==> config.mk <==
export PLATFORM = sky130hd
export DESIGN_NAME = usb_bulk_in
export DESIGN_NICKNAME = d
export VERILOG_FILES = /design/src/hw/usb_in_pkg.sv /design/src/hw/ep_dispatch.sv /design/src/hw/ep_in_buffer.sv /design/src/hw/ep_tx_arbiter.sv /design/src/hw/usb_bulk_in.sv
export SDC_FILE = /design/constraint.sdc
export NUM_CORES = 2
export LEC_CHECK = 0
export BUFFER_PORTS_ARGS = -buffer_cell sky130_fd_sc_hd__buf_2
export CAP_MARGIN = 20
export CORE_MARGIN = 2
export CORE_UTILIZATION = 40
export CTS_CLUSTER_SIZE = 12
export DETAILED_ROUTE_END_ITERATION = 16
export PLACE_DENSITY = 0.64
export SYNTH_ARGS = -nofsm -noshare
export SYNTH_HDL_FRONTEND = slang
export SYNTH_SLANG_ARGS = --single-unit
==> constraint.sdc <==
create_clock -name clock -period 9.9 [get_ports clock]
set_clock_uncertainty 0.1 [all_clocks]
set_input_delay 0.99 -clock clock [delete_from_list [all_inputs] [get_ports clock]]
set_output_delay 0.99 -clock clock [all_outputs]
set_load 0.1 [all_outputs]
==> src/hw/usb_in_pkg.sv <==
package usb_in_pkg;

  // Endpoint number width, up to four IN endpoints
  localparam int EP_BITS = 2;

  // Packet size width, enough for 512 byte HS bulk packets
  localparam int SIZE_BITS = 10;

  // One byte from the local data source
  typedef struct packed {
    logic               tlast;
    logic [EP_BITS-1:0] tdest;
    logic [7:0]         tdata;
  } src_beat_t;

  // One byte towards the USB controller
  typedef struct packed {
    logic       tlast;
    // DATA0/DATA1 toggle of the owning endpoint
    logic       data1;
    logic [7:0] tdata;
  } tx_beat_t;

  // IN token from the USB controller
  typedef struct packed {
    logic [EP_BITS-1:0] ep;
  } token_t;

  // Host handshake result, single-cycle pulses
  typedef struct packed {
    logic ack;
    logic timedout;
  } hs_t;

  // Control pipe requests plus packet size limit
  typedef struct packed {
    logic                 set_conf;
    logic                 clr_conf;
    logic [SIZE_BITS-1:0] max_size;
  } ep_conf_t;

endpackage

==> src/hw/ep_dispatch.sv <==
`timescale 1ns/1ps

module ep_dispatch #(
  parameter int NUM_EP = 4
) (
  input  logic                  clock,
  input  logic                  reset_i,
  input  logic                  src_valid_i,
  input  usb_in_pkg::src_beat_t src_beat_i,
  input  logic [NUM_EP-1:0]     wr_ready_i,
  output logic                  src_ready_o,
  output logic [NUM_EP-1:0]     wr_valid_o,
  output usb_in_pkg::src_beat_t wr_beat_o
);

  // Destination locked for the rest of the packet
  logic [usb_in_pkg::EP_BITS-1:0] dest_q;
  // High between first beat and tlast beat
  logic                           in_pkt_q;
  logic [usb_in_pkg::EP_BITS-1:0] cur_dest;
  logic                           xfer;

  // First beat picks tdest, later beats follow the latch
  assign cur_dest = in_pkt_q ? dest_q : src_beat_i.tdest;

  // Only the chosen buffer sees valid
  always_comb begin
    wr_valid_o = '0;
    for (int i = 0; i < NUM_EP; i++) begin
      if (int'(cur_dest) == i) begin
        wr_valid_o[i] = src_valid_i;
      end
    end
  end

  // Ready comes back from that buffer alone
  // an out-of-range endpoint never gets ready
  always_comb begin
    src_ready_o = 1'b0;
    for (int i = 0; i < NUM_EP; i++) begin
      if (int'(cur_dest) == i) begin
        src_ready_o = wr_ready_i[i];
      end
    end
  end

  assign xfer = src_valid_i && src_ready_o;

  // Payload goes to every buffer, tdest rewritten to the locked value
  assign wr_beat_o.tlast = src_beat_i.tlast;
  assign wr_beat_o.tdest = cur_dest;
  assign wr_beat_o.tdata = src_beat_i.tdata;

  // Packet tracking
  always_ff @(posedge clock) begin
    if (reset_i) begin
      in_pkt_q <= 1'b0;
      dest_q   <= '0;
    end else if (xfer) begin
      // tlast closes the packet and frees the lock
      in_pkt_q <= !src_beat_i.tlast;
      dest_q   <= cur_dest;
    end
  end

  // Source must address an existing endpoint
  a_dest_range: assert property (@(posedge clock) disable iff (reset_i)
    src_valid_i |-> (int'(src_beat_i.tdest) < NUM_EP));

  // No endpoint switch in the middle of a packet
  a_dest_stable: assert property (@(posedge clock) disable iff (reset_i)
    (in_pkt_q && src_valid_i) |-> (src_beat_i.tdest == dest_q));

endmodule

==> src/hw/ep_in_buffer.sv <==
`timescale 1ns/1ps

module ep_in_buffer #(
  parameter int DEPTH = 64
) (
  input  logic                  clock,
  input  logic                  reset_i,
  input  usb_in_pkg::ep_conf_t  conf_i,
  input  logic                  wr_valid_i,
  input  usb_in_pkg::src_beat_t wr_beat_i,
  input  logic                  rd_ready_i,
  input  usb_in_pkg::hs_t       hs_i,
  output logic                  wr_ready_o,
  output logic                  pkt_ready_o,
  output logic                  rd_valid_o,
  output usb_in_pkg::tx_beat_t  rd_beat_o
);

  localparam int ABITS = $clog2(DEPTH);

  // Ring storage, data plus end-of-packet flag
  logic [7:0] mem_data [DEPTH];
  logic       mem_last [DEPTH];

  // Pointers carry one extra wrap bit
  logic [ABITS:0] wr_ptr_q;
  // End of the last closed packet
  logic [ABITS:0] cmt_ptr_q;
  logic [ABITS:0] rd_ptr_q;
  // Start of the oldest unreleased packet
  logic [ABITS:0] start_ptr_q;
  logic [ABITS:0] fill;
  logic           full;

  // Bytes so far in the open packet
  logic [usb_in_pkg::SIZE_BITS-1:0] cnt_q;
  logic [usb_in_pkg::SIZE_BITS-1:0] cnt_next;

  logic clear_q;
  logic en_q;
  logic toggle_q;
  // Packet being sent, waiting for ACK or timeout
  logic in_flight_q;
  // Flagged byte already fetched
  logic sent_last_q;
  logic out_valid_q;
  logic out_last_q;
  logic [7:0] out_data_q;

  logic wr_en;
  logic close;
  logic more;
  logic fetch;
  logic hs_any;

  assign fill = wr_ptr_q - start_ptr_q;
  assign full = fill[ABITS];

  assign wr_ready_o = en_q && !full && !clear_q;
  assign wr_en      = wr_valid_i && wr_ready_o;

  // Packet ends on tlast or at max_size bytes
  assign cnt_next = cnt_q + 1'b1;
  assign close    = wr_beat_i.tlast || (cnt_next == conf_i.max_size);

  // Keep fetching until the flagged byte has left the ring
  assign more   = !sent_last_q && (rd_ptr_q != cmt_ptr_q);
  assign fetch  = rd_ready_i && more;
  assign hs_any = hs_i.ack || hs_i.timedout;

  // One-cycle clear from reset or the control pipe
  always_ff @(posedge clock) begin
    clear_q <= reset_i || conf_i.set_conf || conf_i.clr_conf;
  end

  // Endpoint enable
  always_ff @(posedge clock) begin
    if (reset_i || conf_i.clr_conf) begin
      en_q <= 1'b0;
    end else if (conf_i.set_conf) begin
      en_q <= 1'b1;
    end
  end

  // Ring write, data and flag
  always_ff @(posedge clock) begin
    if (wr_en) begin
      mem_data[wr_ptr_q[ABITS-1:0]] <= wr_beat_i.tdata;
      mem_last[wr_ptr_q[ABITS-1:0]] <= close;
    end
  end

  // Write side pointers and packet splitting
  always_ff @(posedge clock) begin
    if (reset_i || clear_q) begin
      wr_ptr_q  <= '0;
      cmt_ptr_q <= '0;
      cnt_q     <= '0;
    end else if (wr_en) begin
      wr_ptr_q <= wr_ptr_q + 1'b1;
      if (close) begin
        // Packet becomes visible to the reader
        cmt_ptr_q <= wr_ptr_q + 1'b1;
        cnt_q     <= '0;
      end else begin
        cnt_q <= cnt_next;
      end
    end
  end

  // Read side, handshakes and toggle
  always_ff @(posedge clock) begin
    if (reset_i || clear_q) begin
      rd_ptr_q    <= '0;
      start_ptr_q <= '0;
      toggle_q    <= 1'b0;
      in_flight_q <= 1'b0;
      sent_last_q <= 1'b0;
      out_valid_q <= 1'b0;
    end else if (hs_any) begin
      in_flight_q <= 1'b0;
      sent_last_q <= 1'b0;
      if (hs_i.ack) begin
        // Release the packet, next one uses the other PID
        start_ptr_q <= rd_ptr_q;
        toggle_q    <= !toggle_q;
      end else begin
        // Rewind for a resend with the same PID
        rd_ptr_q <= start_ptr_q;
      end
    end else if (fetch) begin
      rd_ptr_q    <= rd_ptr_q + 1'b1;
      in_flight_q <= 1'b1;
      out_valid_q <= 1'b1;
      if (mem_last[rd_ptr_q[ABITS-1:0]]) begin
        sent_last_q <= 1'b1;
      end
    end else if (rd_ready_i) begin
      // Output taken, nothing left to load
      out_valid_q <= 1'b0;
    end
  end

  // Registered ring read
  always_ff @(posedge clock) begin
    if (fetch) begin
      out_data_q <= mem_data[rd_ptr_q[ABITS-1:0]];
      out_last_q <= mem_last[rd_ptr_q[ABITS-1:0]];
    end
  end

  // Closed packet held and nothing in flight
  always_ff @(posedge clock) begin
    if (reset_i || clear_q) begin
      pkt_ready_o <= 1'b0;
    end else begin
      pkt_ready_o <= (cmt_ptr_q != start_ptr_q) && !in_flight_q && !hs_any;
    end
  end

  assign rd_valid_o      = out_valid_q;
  assign rd_beat_o.tlast = out_last_q;
  assign rd_beat_o.data1 = toggle_q;
  assign rd_beat_o.tdata = out_data_q;

  // Arbiter only routes a handshake after this buffer streamed
  a_hs_in_flight: assert property (@(posedge clock) disable iff (reset_i || clear_q)
    hs_any |-> in_flight_q);

  // Read stays behind commit, commit behind write, and the ring never overfills
  a_no_overflow: assert property (@(posedge clock) disable iff (reset_i || clear_q)
    ((rd_ptr_q - start_ptr_q) <= (cmt_ptr_q - start_ptr_q)) &&
    ((cmt_ptr_q - start_ptr_q) <= fill) && (fill <= DEPTH));

endmodule

==> src/hw/ep_tx_arbiter.sv <==
`timescale 1ns/1ps

module ep_tx_arbiter #(
  parameter int NUM_EP = 4
) (
  input  logic                 clock,
  input  logic                 reset_i,
  input  logic                 token_valid_i,
  input  usb_in_pkg::token_t   token_i,
  input  usb_in_pkg::hs_t      hs_i,
  input  logic                 usb_ready_i,
  input  logic [NUM_EP-1:0]    pkt_ready_i,
  input  logic [NUM_EP-1:0]    rd_valid_i,
  input  usb_in_pkg::tx_beat_t rd_beat_i [NUM_EP],
  output logic [NUM_EP-1:0]    rd_ready_o,
  output usb_in_pkg::hs_t      hs_o [NUM_EP],
  output logic                 usb_valid_o,
  output usb_in_pkg::tx_beat_t usb_beat_o,
  output logic                 nak_o,
  output logic                 busy_o
);

  typedef enum logic [1:0] {
    ST_IDLE,
    ST_STREAM,
    ST_WAIT
  } state_t;

  state_t state_q;

  // Token captured while idle, decided next cycle
  logic               tok_pend_q;
  usb_in_pkg::token_t tok_q;
  usb_in_pkg::token_t grant_q;
  logic               pkt_ok;
  logic               hs_any;
  logic               last_xfer;

  // Endpoint must exist and hold a closed packet
  assign pkt_ok = (int'(tok_q.ep) < NUM_EP) && pkt_ready_i[tok_q.ep];
  assign hs_any = hs_i.ack || hs_i.timedout;

  // Granted stream goes straight to the USB port
  assign usb_valid_o = (state_q == ST_STREAM) && rd_valid_i[grant_q.ep];
  assign usb_beat_o  = rd_beat_i[grant_q.ep];
  assign last_xfer   = usb_valid_o && usb_ready_i && usb_beat_o.tlast;

  assign busy_o = (state_q != ST_IDLE);

  // Ready to the granted buffer only
  // an empty output register may always load
  always_comb begin
    for (int i = 0; i < NUM_EP; i++) begin
      rd_ready_o[i] = (state_q == ST_STREAM) && (int'(grant_q.ep) == i) &&
                      (usb_ready_i || !rd_valid_i[i]);
      hs_o[i] = '0;
      if ((state_q == ST_WAIT) && (int'(grant_q.ep) == i)) begin
        hs_o[i] = hs_i;
      end
    end
  end

  // Token capture
  always_ff @(posedge clock) begin
    if (reset_i) begin
      tok_pend_q <= 1'b0;
    end else begin
      tok_pend_q <= token_valid_i && (state_q == ST_IDLE) && !tok_pend_q;
    end
  end

  always_ff @(posedge clock) begin
    if (token_valid_i) begin
      tok_q <= token_i;
    end
  end

  // Transaction FSM plus NAK pulse
  always_ff @(posedge clock) begin
    if (reset_i) begin
      state_q <= ST_IDLE;
      grant_q <= '0;
      nak_o   <= 1'b0;
    end else begin
      nak_o <= 1'b0;
      unique case (state_q)
        ST_IDLE: begin
          if (tok_pend_q && pkt_ok) begin
            state_q <= ST_STREAM;
            grant_q <= tok_q;
          end else if (tok_pend_q) begin
            nak_o <= 1'b1;
          end
        end
        ST_STREAM: begin
          // Last byte out, now the host answers
          if (last_xfer) begin
            state_q <= ST_WAIT;
          end
        end
        ST_WAIT: begin
          if (hs_any) begin
            state_q <= ST_IDLE;
          end
        end
        default: state_q <= ST_IDLE;
      endcase
    end
  end

  // Host handshakes only follow a finished packet
  a_hs_in_wait: assert property (@(posedge clock) disable iff (reset_i)
    hs_any |-> (state_q == ST_WAIT));

endmodule

==> src/hw/usb_bulk_in.sv <==
`timescale 1ns/1ps

module usb_bulk_in #(
  parameter int NUM_EP = 4,
  parameter int DEPTH  = 64
) (
  input  logic                  clock,
  input  logic                  reset_i,
  input  usb_in_pkg::ep_conf_t  conf_i,
  input  logic                  src_valid_i,
  input  usb_in_pkg::src_beat_t src_beat_i,
  input  logic                  token_valid_i,
  input  usb_in_pkg::token_t    token_i,
  input  usb_in_pkg::hs_t       hs_i,
  input  logic                  usb_ready_i,
  output logic                  src_ready_o,
  output logic                  usb_valid_o,
  output usb_in_pkg::tx_beat_t  usb_beat_o,
  output logic                  nak_o,
  output logic                  busy_o,
  output logic [NUM_EP-1:0]     ep_ready_o
);

  // Dispatcher to buffers
  logic [NUM_EP-1:0]     wr_valid;
  logic [NUM_EP-1:0]     wr_ready;
  usb_in_pkg::src_beat_t wr_beat;

  // Buffers to arbiter
  logic [NUM_EP-1:0]     rd_valid;
  logic [NUM_EP-1:0]     rd_ready;
  usb_in_pkg::tx_beat_t  rd_beat [NUM_EP];
  usb_in_pkg::hs_t       ep_hs [NUM_EP];

  ep_dispatch #(
    .NUM_EP(NUM_EP)
  ) u_dispatch (
    .clock      (clock),
    .reset_i    (reset_i),
    .src_valid_i(src_valid_i),
    .src_beat_i (src_beat_i),
    .wr_ready_i (wr_ready),
    .src_ready_o(src_ready_o),
    .wr_valid_o (wr_valid),
    .wr_beat_o  (wr_beat)
  );

  // One ring per IN endpoint, ep_ready_o straight from pkt_ready
  for (genvar g = 0; g < NUM_EP; g++) begin : g_ep
    ep_in_buffer #(
      .DEPTH(DEPTH)
    ) u_buf (
      .clock      (clock),
      .reset_i    (reset_i),
      .conf_i     (conf_i),
      .wr_valid_i (wr_valid[g]),
      .wr_beat_i  (wr_beat),
      .rd_ready_i (rd_ready[g]),
      .hs_i       (ep_hs[g]),
      .wr_ready_o (wr_ready[g]),
      .pkt_ready_o(ep_ready_o[g]),
      .rd_valid_o (rd_valid[g]),
      .rd_beat_o  (rd_beat[g])
    );
  end

  ep_tx_arbiter #(
    .NUM_EP(NUM_EP)
  ) u_arbiter (
    .clock        (clock),
    .reset_i      (reset_i),
    .token_valid_i(token_valid_i),
    .token_i      (token_i),
    .hs_i         (hs_i),
    .usb_ready_i  (usb_ready_i),
    .pkt_ready_i  (ep_ready_o),
    .rd_valid_i   (rd_valid),
    .rd_beat_i    (rd_beat),
    .rd_ready_o   (rd_ready),
    .hs_o         (ep_hs),
    .usb_valid_o  (usb_valid_o),
    .usb_beat_o   (usb_beat_o),
    .nak_o        (nak_o),
    .busy_o       (busy_o)
  );

endmodule

==> run metrics <==
Inst Count DP=roughly 8400; Data arrival, critical path=3880 ps; DPL Wire Length=150.9 mm; vias in the first global route=50420; post-synthesis sequential area ratio=73.15%; sw frac=19.58%; PostCTS Resize Cnt=0; Syn-to-layout area delta=11.58%; FMAX=between 0.2 and 0.25 GHz; Final setup violation count=0; PortBufs=49; Final Max Tran Viols=0; Fin. Hold Viols=0; post-DR vias/cell=between 5 and 6; Final period util=between 50% and 60%; TritonCTS Buffers=283; Power Internal=17.15 mW; TritonCTS clock tree=yes; pin count of the biggest net entering global routing=94; hold depth=2; Setup CP Type=register to primary output; top cells by area, synth=edfxtp_1 (69%), mux4_2 (16%), dfxtp_1 (4.1%); Die Span X=approximately 500 um; min-delay src=conf_i[10]; top cell type by total area after synthesis=edfxtp_1; worst slew pin tran=1174 ps; global route overflow=0; Setup WS pre-CTS=4941 ps; synthesized area=101800 um2; first-pass GRT wire length=356.0 mm; Yosys top cell area share=69.08%; Hold Crit Class=primary input to register; CTS max path bufs=4; status=finished, final reports clean; final net count=around 5400; Finished Layout Cells=8820; R2R Path Start=g_ep[2].u_buf.wr_ptr_q[3]; Wirelength per Cell=~28 um; Clk network pwr share=43.8%; final worst setup slack=4931 ps; Top Ports=50; Site Rows=185; Post-synth EDFFs=2342; die area=258600 um2; Layout Utilization=44.78%; Primary FF master, synth=edfxtp_1; max cap viols=0; core region area=roughly 250000 um2; Distinct cells, synth=88; Yosys reg bits=around 2500; Max VDD drop=between 0.1 and 0.15 mV; Flop pwr share=55.0%; antenna viol nets, final=0; placed cell area=105600 um2; Hold EP=g_ep[3].u_buf.en_q; leakage power=between 30 and 40 nW; r2r worst-path depth=8; Pre-Repair DR Iteration Count=6; overall power=21.33 mW; Fin Setup TNS=0 ps; worst setup path start=g_ep[1].u_buf.wr_ptr_q[1]; setup slack, reg-to-reg=5120 ps; ys async rst share=0%; Clock Latency Late Sink=920 ps; CTS Root Cell=clkbuf_16; headroom to the max-slew limit=21.30%; antenna violations before repair=19; reg2reg end=g_ep[2].u_buf.mem_data[36][1]; net switching power=4.176 mW; Die Span Y=just over 500 um; fin area=approximately 110000 um2; Post-Syn Instances=5202; type of origin of the critical path=register; min cycle time layout=4969 ps; syn_area_per_cell=between 15 and 20 um2; clock slew at reported path FFs=60 ps; # H-tree levels=5; drt drc=0; post-synth net total=around 5300; Logic pwr share=about 1.2%; Ys Warns=0; commonest cells after routing, fill and taps aside=edfxtp_1 (2342), mux4_2 (718), nor2_1 (414), clkbuf_16 (288), dfxtp_1 (193); CTS Hold Bufs=0; Routed WL=roughly 240 mm; fraction of layout cells with a size suffix above 1=a little under a quarter; # Post-CTS Setup Buffers=0; GRT Overall Usage=approximately a fifth; crit end category=primary output; GPL Wtd Cong=0.8424; Fin Hold WS=133.7 ps; RSZ-0062 raised after global routing=false; total clock sinks=2549; First DRT Iteration DRCs=~6000; power per standard cell area=between 150 and 200 nW/um2; Starting Density=40.13%; CP max FO=16; data required time of the worst path=slightly below 9000 ps; via count=a little over 50000; commonest non-fill, non-tap cell in the layout=edfxtp_1
-- sequential cells by signal, summed over array words and instances, names as in the netlist, 2 cells and up, named ones only --
name	cells
g_ep.u_buf.mem_data	2048
g_ep.u_buf.mem_last	256
g_ep.u_buf.cnt_q	40
g_ep.u_buf.out_data_q	32
g_ep.u_buf.cmt_ptr_q	28
g_ep.u_buf.rd_ptr_q	28
g_ep.u_buf.start_ptr_q	28
g_ep.u_buf.wr_ptr_q	28
g_ep.u_buf.in_flight_q	4
g_ep.u_buf.out_last_q	4
g_ep.u_buf.pkt_ready_o	4
g_ep.u_buf.rd_valid_o	4
g_ep.u_buf.sent_last_q	4
g_ep.u_buf.toggle_q	4
u_arbiter.grant_q	2
u_arbiter.state_q	2
u_arbiter.tok_q	2
u_dispatch.dest_q	2
-- power groups by stage --
| stage | Clock (mW) | Sequential, mW | Combinational, mW |
|---|---|---|---|
| after floorplan | 0 | 12.0 | 0.0492 |
| after global placement | 0 | 12.0 | 0.245 |
| after detailed placement | 0 | 12.0 | 0.254 |
| after CTS | 9.48 | 11.7 | 0.253 |
| after global routing | 9.87 | 11.7 | 0.271 |
| final | 9.34 | 11.7 | 0.250 |
-- cell usage after synthesis (19+ instances only) --
cell      instances
ha_1             32
inv_1            48
mux4_2          718
a211oi_1         54
nor4_1           20
nand2b_1         19
nand3_1          78
edfxtp_1       2342
buf_6            21
a21oi_1         141
dfxtp_1         207
nor2_1          415
clkbuf_1        145
xor2_1           73
nor2b_1          49
xnor2_1          87
nand4_1          22
buf_1            34
mux2i_1          64
o21ai_0          51
or3_1            21
buf_2            96
nand2_1         146
nor3_1           40
-- per-layer routing --
layer  track usage [%]  vias to the layer above  wire length (um)
met2             30.06                     2029            118300
met5                 0                        -                 0
met1             26.61                    26720            101800
met3             2.813                      396             16360
met4             5.308                        0              6594
li1                  -                    21360                 -
-- critical path: stages (launching register included) --
cell      delay, ps
dfxtp_1         880
ha_1            370
a21oi_1         160
o211ai_1        130
a21oi_1         240
nor2_1          130
o22ai_1         310
mux2_2          300
buf_2           450
-- kinds of logic (layout without fill, tap and decap cells) --
logic type	after synthesis	after routing	synth area share [%]
XOR/XNOR	163	163	1.431
multiplexers	792	792	16.62
flip-flops	2549	2549	73.15
AO/OA/AOI/OAI	389	389	2.518
other	0	2	0
adder cells (fa/ha/maj)	32	32	0.3933
AND/OR/NAND/NOR	916	916	4.235
buffers and inverters	361	611	1.649
-- how the worst max path moves through the flow --
stage / cells past startpoint / endpoint / slack [ps]
after floorplan: 6 / g_ep[1].u_buf.mem_data[13][0] / 6400
after global placement: 7 / g_ep[0].u_buf.mem_data[34][3] / 5080
after detailed placement: 7 / g_ep[0].u_buf.mem_data[38][3] / 4940
after CTS: 8 / src_ready_o / 4860
after global routing: 8 / src_ready_o / 4730
final: 8 / src_ready_o / 4930
-- cell type report --
type / count / area (um2)
fill: 21380 / 140100
antenna: 2 / 5.005
sequential: 2549 / 74510
tap: 3366 / 4212
inverter: 52 / 195.2
clock buffer: 353 / 7471
clock inverter: 76 / 479.2
timing repair buffer: 130 / 979.7
multi-input combinational: 2292 / 25740
Power figures use the tool's default switching activity.
